`src/source/cpu_params.svh`:
```
// --------------------------------------
// Core widths and memory sizes
// Include wherever a width or depth is needed
// --------------------------------------

`ifndef CPU_PARAMS_SVH
`define CPU_PARAMS_SVH

// Instruction word -----------------------

`define CPU_OPC_W      7   // Opcode field
`define CPU_OPR_W      9   // Operand field
`define CPU_INSTR_W    16  // Opcode plus operand

// Datapath -------------------------------

`define CPU_DATA_W     32  // Accumulator and memory word

// Memories -------------------------------

`define CPU_DADDR_W    9   // Data memory address
`define CPU_IADDR_W    9   // Instruction memory address
`define CPU_DMEM_SIZE  512 // Data stack starts at the top word

// Return-address stack depth, power of two so the pointer wraps
`define CPU_CALL_DEPTH 8

// I/O ------------------------------------

`define CPU_IO_W       3   // Port number, low operand bits

`endif

```
`src/source/cpu_pkg.sv`:
```
// --------------------------------------
// Shared types of the stack core
// Opcodes and the packed buses between stages
// --------------------------------------

`default_nettype none

`include "cpu_params.svh"

package cpu_pkg;

	// Opcode map, jumps keep the classic 12..15 slots
	typedef enum logic [`CPU_OPC_W-1:0] {
		OP_NOP = 0,
		OP_LOD = 1,  // Acc = mem[opr]
		OP_SET = 2,  // mem[opr] = acc
		OP_PSH = 3,  // Push acc on data stack
		OP_POP = 4,  // Acc = pop data stack
		OP_ADD = 5,
		OP_SUB = 6,  // Acc minus data
		OP_AND = 7,
		OP_ORR = 8,
		OP_XOR = 9,
		OP_INN = 10, // Acc = io_in
		OP_OUT = 11, // Strobe acc to port
		OP_JMP = 12,
		OP_JIZ = 13, // Jump when result is zero
		OP_CAL = 14,
		OP_RET = 15
	} opcode_e;

	typedef struct packed {
		opcode_e                opcode;
		logic [`CPU_OPR_W-1:0]  operand;
	} instr_t;

	typedef logic [`CPU_DATA_W-1:0] data_t;

	// Registered decode, consumed in execute
	typedef struct packed {
		opcode_e                 opcode;
		logic [`CPU_OPR_W-1:0]   operand;
		logic                    wr_a;    // SET store
		logic                    wr_b;    // PSH store
		logic [`CPU_DADDR_W-1:0] addr_wb; // Stack slot being written
	} exec_ctrl_t;

	typedef struct packed {
		logic [`CPU_DADDR_W-1:0] addr_r;
		logic                    wr_a;
		logic [`CPU_DADDR_W-1:0] addr_wa;
		logic                    wr_b;
		logic [`CPU_DADDR_W-1:0] addr_wb;
		data_t                   data;
	} dmem_req_t;

	typedef struct packed {
		logic                 req_in;
		logic [`CPU_IO_W-1:0] addr_in;
		logic                 out_en;
		logic [`CPU_IO_W-1:0] addr_out;
	} io_req_t;

endpackage

`default_nettype wire

```
`src/source/fetch_unit.sv`:
```
// --------------------------------------
// Program counter and branch prefetch
// Picks the instruction address in the decode cycle
// --------------------------------------

`timescale 1ns/100ps
`default_nettype none

`include "cpu_params.svh"

module fetch_unit import cpu_pkg::*; (
	input  logic                    clk,
	input  logic                    rst,
	input  instr_t                  instr,      // Word in decode
	input  logic                    acc_zero,   // Result of the executing instr
	input  logic [`CPU_IADDR_W-1:0] ret_addr,   // Top of call stack
	output logic [`CPU_IADDR_W-1:0] instr_addr,
	output logic                    call_push,
	output logic                    call_pop,
	output logic [`CPU_IADDR_W-1:0] next_pc     // Address after the decoded instr
);

	logic [`CPU_IADDR_W-1:0] pc;
	logic [`CPU_IADDR_W-1:0] target;
	logic                    vld;      // Low while the first fetch is in flight
	logic                    take_opr; // Branch to operand
	opcode_e                 opc;

	// First cycle out of reset holds no fetched word
	assign opc    = vld ? instr.opcode : OP_NOP;
	assign target = instr.operand[`CPU_IADDR_W-1:0];

	// Branch decode --------------------------
	always_comb begin
		take_opr  = 1'b0;
		call_push = 1'b0;
		call_pop  = 1'b0;
		case (opc)
			OP_JMP: take_opr = 1'b1;
			OP_JIZ: take_opr = acc_zero; // Preceding instr's result
			OP_CAL: begin
				take_opr  = 1'b1;
				call_push = 1'b1;
			end
			OP_RET: call_pop = 1'b1;
			default: begin
				take_opr = 1'b0;
			end
		endcase
	end

	// Redirect in the same cycle, no delay slot
	assign instr_addr = call_pop ? ret_addr :
	                    take_opr ? target   : pc;

	assign next_pc = pc; // Already points past the decoded word

	always_ff @(posedge clk or posedge rst) begin
		if (rst) begin
			pc  <= '0;
			vld <= 1'b0;
		end else begin
			pc  <= instr_addr + 1'b1; // Fetch continues after the chosen address
			vld <= 1'b1;
		end
	end

endmodule

`default_nettype wire

```
`src/source/call_stack.sv`:
```
// --------------------------------------
// Return-address stack for CAL and RET
// Grows down, top shows the newest entry
// --------------------------------------

`timescale 1ns/100ps
`default_nettype none

`include "cpu_params.svh"

module call_stack (
	input  logic                    clk,
	input  logic                    rst,
	input  logic                    push,
	input  logic                    pop,
	input  logic [`CPU_IADDR_W-1:0] ret_in, // Address after the CAL
	output logic [`CPU_IADDR_W-1:0] top
);

	localparam int PTR_W = $clog2(`CPU_CALL_DEPTH);
	localparam logic [PTR_W-1:0] PTR_TOP = PTR_W'(`CPU_CALL_DEPTH - 1);

	logic [`CPU_IADDR_W-1:0] mem [`CPU_CALL_DEPTH];
	logic [PTR_W-1:0]        ptr;     // Next free slot
	logic [PTR_W-1:0]        ptr_top; // Newest entry

	assign ptr_top = ptr + 1'b1; // Wraps on overflow

	// Pointer -------------------------------
	always_ff @(posedge clk or posedge rst) begin
		if (rst)
			ptr <= PTR_TOP;
		else if (push)
			ptr <= ptr - 1'b1;
		else if (pop)
			ptr <= ptr_top;
	end

	// Storage
	always_ff @(posedge clk) begin
		if (push)
			mem[ptr] <= ret_in;
	end

	assign top = mem[ptr_top]; // Ready for RET right after a CAL

endmodule

`default_nettype wire

```
`src/source/decode_stage.sv`:
```
// --------------------------------------
// Decode stage
// Registers controls for execute, owns the data-stack
// pointer and drives the data-memory read address
// --------------------------------------

`timescale 1ns/100ps
`default_nettype none

`include "cpu_params.svh"

module decode_stage import cpu_pkg::*; (
	input  logic                    clk,
	input  logic                    rst,
	input  instr_t                  instr,
	output exec_ctrl_t              ctrl,
	output logic [`CPU_DADDR_W-1:0] addr_r  // Sync read, data back in execute
);

	// Stack starts on the top data word
	localparam logic [`CPU_DADDR_W-1:0] SP_TOP = `CPU_DADDR_W'(`CPU_DMEM_SIZE - 1);

	logic                    vld;      // Bubble in the first cycle after reset
	opcode_e                 opc;
	logic                    is_psh;
	logic                    is_pop;
	logic [`CPU_DADDR_W-1:0] sp;       // Next free stack slot
	logic [`CPU_DADDR_W-1:0] sp_up;    // Last pushed slot
	logic [`CPU_DADDR_W-1:0] opr_addr;

	assign opc      = vld ? instr.opcode : OP_NOP;
	assign is_psh   = (opc == OP_PSH);
	assign is_pop   = (opc == OP_POP);
	assign sp_up    = sp + 1'b1;
	assign opr_addr = instr.operand[`CPU_DADDR_W-1:0];

	// POP reads the stack, everything else the operand
	assign addr_r = is_pop ? sp_up : opr_addr;

	// Valid flag ----------------------------
	always_ff @(posedge clk or posedge rst) begin
		if (rst)
			vld <= 1'b0;
		else
			vld <= 1'b1;
	end

	// Data-stack pointer --------------------
	always_ff @(posedge clk or posedge rst) begin
		if (rst)
			sp <= SP_TOP;
		else if (is_psh)
			sp <= sp - 1'b1; // Grows down
		else if (is_pop)
			sp <= sp_up;
	end

	// Execute controls ----------------------
	always_ff @(posedge clk or posedge rst) begin
		if (rst) begin
			ctrl <= '0;
		end else begin
			ctrl.opcode  <= opc;
			ctrl.operand <= instr.operand;
			ctrl.wr_a    <= (opc == OP_SET); // Store acc at operand
			ctrl.wr_b    <= is_psh;          // Store acc at stack slot
			ctrl.addr_wb <= sp;              // Slot before the decrement
		end
	end

endmodule

`default_nettype wire

```
`src/source/execute_unit.sv`:
```
// --------------------------------------
// Execute stage
// Integer ALU, accumulator and I/O strobes
// --------------------------------------

`timescale 1ns/100ps
`default_nettype none

`include "cpu_params.svh"

module execute_unit import cpu_pkg::*; (
	input  logic       clk,
	input  logic       rst,
	input  exec_ctrl_t ctrl,
	input  data_t      dmem_rdata, // Read issued in decode
	input  data_t      io_in,      // Combinational from the port
	output data_t      result,     // Next acc, also the store data
	output logic       acc_zero,   // Feeds JIZ in fetch
	output io_req_t    io
);

	data_t acc;

	// ALU ------------------------------------
	always_comb begin
		case (ctrl.opcode)
			OP_LOD,
			OP_POP: result = dmem_rdata;
			OP_ADD: result = acc + dmem_rdata;
			OP_SUB: result = acc - dmem_rdata;
			OP_AND: result = acc & dmem_rdata;
			OP_ORR: result = acc | dmem_rdata;
			OP_XOR: result = acc ^ dmem_rdata;
			OP_INN: result = io_in;
			default: result = acc; // SET, PSH, OUT and jumps keep acc
		endcase
	end

	assign acc_zero = (result == '0);

	// I/O strobes, port from the low operand bits
	always_comb begin
		io.req_in   = (ctrl.opcode == OP_INN);
		io.addr_in  = ctrl.operand[`CPU_IO_W-1:0];
		io.out_en   = (ctrl.opcode == OP_OUT);
		io.addr_out = ctrl.operand[`CPU_IO_W-1:0];
	end

	// Accumulator ---------------------------
	always_ff @(posedge clk or posedge rst) begin
		if (rst)
			acc <= '0;
		else
			acc <= result;
	end

endmodule

`default_nettype wire

```
`src/source/stack_core.sv`:
```
// --------------------------------------
// Stack processor core, top level
// Memories sit outside, instr and data read synchronously
// --------------------------------------

`timescale 1ns/100ps
`default_nettype none

`include "cpu_params.svh"

module stack_core import cpu_pkg::*; (
	input  logic                    clk,
	input  logic                    rst,
	input  instr_t                  instr,      // Returned one cycle after instr_addr
	output logic [`CPU_IADDR_W-1:0] instr_addr,
	input  data_t                   dmem_rdata,
	input  data_t                   io_in,
	output dmem_req_t               dmem,
	output io_req_t                 io
);

	logic [`CPU_IADDR_W-1:0] ret_addr;
	logic [`CPU_IADDR_W-1:0] next_pc;
	logic                    call_push;
	logic                    call_pop;
	logic                    acc_zero;
	exec_ctrl_t              ctrl;
	logic [`CPU_DADDR_W-1:0] addr_r;
	data_t                   result;

	// Fetch ---------------------------------
	fetch_unit u_fetch (
		.clk        (clk),
		.rst        (rst),
		.instr      (instr),
		.acc_zero   (acc_zero),
		.ret_addr   (ret_addr),
		.instr_addr (instr_addr),
		.call_push  (call_push),
		.call_pop   (call_pop),
		.next_pc    (next_pc)
	);

	call_stack u_call (
		.clk    (clk),
		.rst    (rst),
		.push   (call_push),
		.pop    (call_pop),
		.ret_in (next_pc),
		.top    (ret_addr)
	);

	// Decode and execute --------------------
	decode_stage u_decode (
		.clk    (clk),
		.rst    (rst),
		.instr  (instr),
		.ctrl   (ctrl),
		.addr_r (addr_r)
	);

	execute_unit u_exec (
		.clk        (clk),
		.rst        (rst),
		.ctrl       (ctrl),
		.dmem_rdata (dmem_rdata),
		.io_in      (io_in),
		.result     (result),
		.acc_zero   (acc_zero),
		.io         (io)
	);

	// Data memory bus
	assign dmem.addr_r  = addr_r;
	assign dmem.wr_a    = ctrl.wr_a;
	assign dmem.addr_wa = ctrl.operand[`CPU_DADDR_W-1:0]; // SET target
	assign dmem.wr_b    = ctrl.wr_b;
	assign dmem.addr_wb = ctrl.addr_wb;
	assign dmem.data    = result; // Acc value for SET and PSH

endmodule

`default_nettype wire

```
`config.mk`:
```
export PLATFORM = sky130hd
export DESIGN_NAME = stack_core
export DESIGN_NICKNAME = d
export VERILOG_FILES = /design/src/source/cpu_pkg.sv /design/src/source/fetch_unit.sv /design/src/source/call_stack.sv /design/src/source/decode_stage.sv /design/src/source/execute_unit.sv /design/src/source/stack_core.sv
export VERILOG_INCLUDE_DIRS = /design/src /design/src/source
export SDC_FILE = /design/constraint.sdc
export NUM_CORES = 1
export LEC_CHECK = 0
export BUFFER_PORTS_ARGS = -buffer_cell sky130_fd_sc_hd__buf_2
export CELL_PAD_IN_SITES_DETAIL_PLACEMENT = 1
export CELL_PAD_IN_SITES_GLOBAL_PLACEMENT = 2
export CORE_ASPECT_RATIO = 0.7
export CORE_MARGIN = 4
export CORE_UTILIZATION = 37
export DETAILED_ROUTE_END_ITERATION = 10
export GPL_TIMING_DRIVEN = 0
export HOLD_SLACK_MARGIN = 0.15
export MAX_ROUTING_LAYER = met4
export PLACE_DENSITY_LB_ADDON = 0.1
export REMOVE_ABC_BUFFERS = 1
export SLEW_MARGIN = 10
export SYNTH_ARGS = -nofsm -noshare
export SYNTH_HDL_FRONTEND = slang
export SYNTH_SLANG_ARGS = --single-unit
```
`constraint.sdc`:
```
create_clock -name clk -period 10.48 [get_ports clk]
set_input_delay 2.096 -clock clk [delete_from_list [all_inputs] [get_ports clk]]
set_output_delay 2.096 -clock clk [all_outputs]
set_load 0.1 [all_outputs]
```
# Word level (Yosys, flattened, before mapping)
# Memories as Yosys holds them, arrays and structs flattened.
# Cells that the tools add are included.
# Widths: inputs -> output; s select.
# word_totals
regBits	81
ram_bits	72
inputBits	82
out_inout_bits	78
wordCells	56
n_memories	1
# mem_list
memory	words	word_bits	read_ports	rd_clocked_by_memory_dff	write_ports	line	rtl
u_call.mem	8	9	1	0	1	call_stack.sv:23	logic [`CPU_IADDR_W-1:0] mem [`CPU_CALL_DEPTH];
# classes
addsub	7
eq_ne	16
mux	14
n_bitwise	3
n_reduce_logical	5
# ops
cell	count
$pmux 32 s7	1
$eq 7x4->1 const B	8
$mux 9	5
$eq 7x3->1 const B	5
$add 32x32->32	1
$and 32x32->32	1
$logic_not 32->1	1
$or 32x32->32	1
$sub 32x32->32	1
$xor 32x32->32	1
$add 9x1->9 const B	2
$eq 7x2->1 const B	2
$sub 9x1->9 const B	1
$eq 7x1->1 const B	1
$mux 7	1
$mux 3	2
$mux 1	4
$reduce_bool 2->1	2
$reduce_or 2->1	2
$add 3x1->3 const B	1
$sub 3x1->3 const B	1
$pmux 1 s2	1

# Longest topological paths before layout
# logic_depth
word_depth	8
ltp_mapped	26
depth_no_buf	25

# Modules after synthesis
# A second synthesis with hierarchy kept.
# hier_totals
hier_cells	1193
hier_area_um2	11589.9
# modules_own_cells
module	instances	cells_each	area_per_inst_um2	seq_area_each_um2
execute_unit	1	850	6294.8	800.8
call_stack	1	135	2964.1	2240.9
decode_stage	1	142	1630.3	937.1
fetch_unit	1	66	700.7	250.2

# Least setup slack after synthesis
# OpenSTA, ideal clock, no wires.
# synth_timing
kind	in2out
from	input port dmem_rdata[11]
to	output port instr_addr[6]
arrival_time_ns	10.277
required_time_ns	8.384
slack_ns	-1.893
path_stages	18
path_buffers	1
cell_sequence	or4_1 > or4_4 > or4_1 > o21ai_0 > xnor2_1 > ha_1 > clkbuf_1 > nand2_1 > or3_1 > a31oi_1 > o21ai_0 > and3b_1 > o31ai_1 > nor4_2 > nand3b_2 > nand2_1 > mux2i_1 > mux2i_1
# synth_lines
element	line	rtl
from (decl)	stack_core.sv:16	input data_t dmem_rdata,
to (decl)	stack_core.sv:15	output logic [`CPU_IADDR_W-1:0] instr_addr,

# Final worst setup path
# layout_timing
from	input port dmem_rdata[11]
to	output port instr_addr[0]
# layout_between
elab_chain_len	6
word_cells_on_any_way	10
classes_between	add/sub: 2; mux: 4; bitwise: 3; reduce/logical: 1
# layout_lines
element	line	rtl
$sub 32x32->32 (tied with other cells)	execute_unit.sv:30	OP_SUB: result = acc - dmem_rdata;
$pmux 32 s7 (*)	execute_unit.sv:26	case (ctrl.opcode)
$logic_not 32->1 (*)	execute_unit.sv:39	assign acc_zero = (result == '0);
$pmux 1 s2 (*)	fetch_unit.sv:38	case (opc)
$mux 9 (*)	fetch_unit.sv:54	take_opr ? target : pc;
$mux 9 (*)	fetch_unit.sv:53	assign instr_addr = call_pop ? ret_addr :
# Every way passes the cells marked *; elsewhere a longest branch is shown, timed or not.

==> impl_metrics.json <==
{
  "drive_above_1_share_pct": 19.7,
  "startpoint_type": "primary input",
  "fin_util_pct": 43.5,
  "worst_ep_required_time_ps": 8380,
  "peakVddDrop_uv": 192,
  "yosysMostFrequentCell": "nand2_1",
  "fp.dieW_um": 223,
  "port_buffers": 159,
  "cts.htree.levels": 4,
  "drtIter0Drc": 777,
  "slew_violations": 0,
  "post_dp_cell_area_um2": 13000,
  "synthTopCellsByCount": "nand2_1 (119), inv_1 (108), ha_1 (101), nor2_1 (84), edfxtp_1 (72)",
  "tightest_slew_ps": 1300,
  "drt_wl_total_um": 44900,
  "period_needed_ps": 10230,
  "power_leakage_nw": 5.91,
  "io_pins": 160,
  "cap_violations": 0,
  "std_cell_rows": 54,
  "dp_cells": 1792,
  "antenna_found_initial": 4,
  "cts_root_buf": "clkbuf_16",
  "fmax_ghz": 0.0978,
  "wl_per_cell_um": 24.5,
  "finalPower_mw": 3.33,
  "netlist_top_cells_area": "edfxtp_1 (18%), dfrtp_1 (14%), ha_1 (11%)",
  "synth.largest_area_cell": "edfxtp_1",
  "cts.sinks": 153,
  "crit_path_max_fanout": 7,
  "arrival_ps": 8130,
  "synth-seq-cells": 153,
  "hold_class": "flip-flop to flip-flop",
  "seq_area_um2": 4210,
  "dp.final_hpwl_um": 33600,
  "m1WireLength_um": 23500,
  "hold_viol": 0,
  "synth_edf_count": 72,
  "maxSlewHeadroom_pct": 13.0,
  "met3WireLength_um": 2530,
  "clock_path_buffers": 2,
  "critPathKind": "primary input to output pin",
  "core_um2": 31500,
  "final_area_um2": 13700,
  "fin_skew_ps": 13.5,
  "endpoint_kind": "output pin",
  "cts_tree": "done",
  "n_fill_cell": 3665,
  "dr_wl_met2_um": 18300,
  "start_util_pct": 37.9,
  "yosysSeqAreaShare_pct": 35.2,
  "powerDensity_nw_per_um2": 243,
  "period_share_pct": 97.6,
  "maxUsedRoutingLayer": "met4",
  "nets": 1579,
  "area_delta_synth_final_pct": 14.7,
  "async_flop_share_pct": 52.9,
  "multi_input_area_um2": 6970,
  "yosys.cell_types.count": 91,
  "synth_top_area_share_pct": 18.1,
  "grt_pass1_wl_um": 67100,
  "netlist_area_um2": 11900,
  "r2r_cells": 20,
  "dr.pass1.iters": 5,
  "grt_use_total_pct": 25.9,
  "synthCells": 1296,
  "die-area_um2": 35300,
  "fin_cells": 1833,
  "cts_buffers": 17,
  "ys.flop_type": "edfxtp_1",
  "die_y_um": 158,
  "viasPerCell": 5.73,
  "clk_pin_slew_worst_paths_ps": 70,
  "grt_max_degree": 70,
  "vias": 10500,
  "drc": 0,
  "gp_congestion": 0.883,
  "avgSynthCellArea_um2": 9.21,
  "holdPathStages": 0,
  "cts_hold_buf": 0,
  "gr-total-overflow": 0,
  "grt_pass1_vias": 10600,
  "clock_latency_ps": 460,
  "ys_warn_count": 0,
  "setup_viol": 0,
  "status": "complete, no violations",
  "ant_nets": 0
}
-- worst paths after layout --
path,start,slack [ps],endpoint
max in group asynchronous,rst,8060,u_call.ptr[2]
min,u_decode.sp[8],430,u_decode.ctrl[8]
min in group asynchronous,rst,1700,u_decode.ctrl[1]
min reg2reg,u_decode.sp[8],430,u_decode.ctrl[8]
max,dmem_rdata[11],250,instr_addr[0]
max reg2reg,u_decode.ctrl[25],2620,u_fetch.next_pc[4]
-- stage by stage --
step                      worst slack [ps]  hold WS, ps  setup TNS [ps]
final                                  251          430               0
after global routing                 -5.47          438           -5.47
after CTS                             54.4          434               0
after detailed placement              -813          424           -5960
after global placement                -828          417           -6170
after floorplan                      -1820          409          -10880
-- metal layers --
| layer | GRT usage [%] | vias up |
|---|---|---|
| met5 | - | - |
| met4 | 4.66 | 0 |
| met3 | 5.20 | 34 |
| met2 | 35.3 | 279 |
| met1 | 40.0 | 5304 |
| li1 | - | 4883 |
-- sequential cells by signal, indices dropped and copies added (netlist names) --
signal,cells
u_decode.vld,1
u_call.ptr,3
u_call.mem,72
u_fetch.next_pc,9
u_decode.ctrl,27
u_decode.sp,9
u_exec.acc,32
-- cells in the final DEF, fill, tap and decap left out, types with 9 or more instances in the layout --
cell type  count
buf_2        154
o21ai_1       14
nor2_1        84
buf_4         10
ha_1         101
o31ai_1       10
dfrtp_1       67
nand4_1       21
o21ai_0       69
and2_1        11
edfxtp_1      72
a31oi_1       12
a22oi_1       22
nor2b_1       30
clkbuf_16     17
mux2i_1       26
and3_1         9
a21o_1        11
nand3_1       25
nand2_1      119
mux4_2        18
nor3_1        27
dfstp_2       12
xor2_1        18
or3_1         10
inv_1        107
xnor2_1       54
a21oi_1       68
o22ai_1       12
a221oi_1      16
-- logic make-up after synthesis --
group                      count (synthesis)  share of synthesized area, %
and+or+nand+nor                          393                          16.6
AOI/OAI and AO/OA                        329                          18.9
buffers and inverters                    199                          7.42
DFF                                      153                          35.2
adders and majority gates                102                          10.8
xor gates and xnor gates                  73                          5.35
muxes                                     46                          5.76
other                                      1                        0.0314
-- where the power goes --
| part | internal, mW | switching (mW) | leakage (nW) |
|---|---|---|---|
| Clock | 0.340 | 0.308 | 0.287 |
| Sequential | 0.776 | 0.166 | 1.62 |
| Combinational | 0.462 | 1.28 | 4.00 |
| Total | 1.58 | 1.76 | 5.91 |
-- timing repair --
item / CTS / global route
setup endpoints to repair: 9 / 9
hold endpoints to repair: 0 / 0
pin swaps: 1 / 0
buffers inserted: 1 / 3
gates resized for setup: 11 / 9
-- area by class of cell --
class                   instances  area share, %
clock inverters                15           1.23
repair buffers                171           7.12
diodes                          5         0.0914
multi-input cells             944           50.9
well taps                     420           3.84
inverters                     108           2.98
clock buffers                  17           3.11
flip-flops and latches        153           30.7
-- worst max-delay path, cell delays in order --
cell and delay, ps:
buf_2 150, or4_1 590, or4_4 480, or4_4 580
nor4_4 300, nor2_1 100, xnor2_1 170, ha_1 430
nand4_1 280, or3_1 490, o2111a_1 260, a211oi_1 360
o21ai_1 250, nor4_4 250, buf_4 200, nand2_2 90
or3_1 370, o211ai_2 250, inv_1 110, buf_2 310
Note: power is estimated with default switching activity, not from simulation.
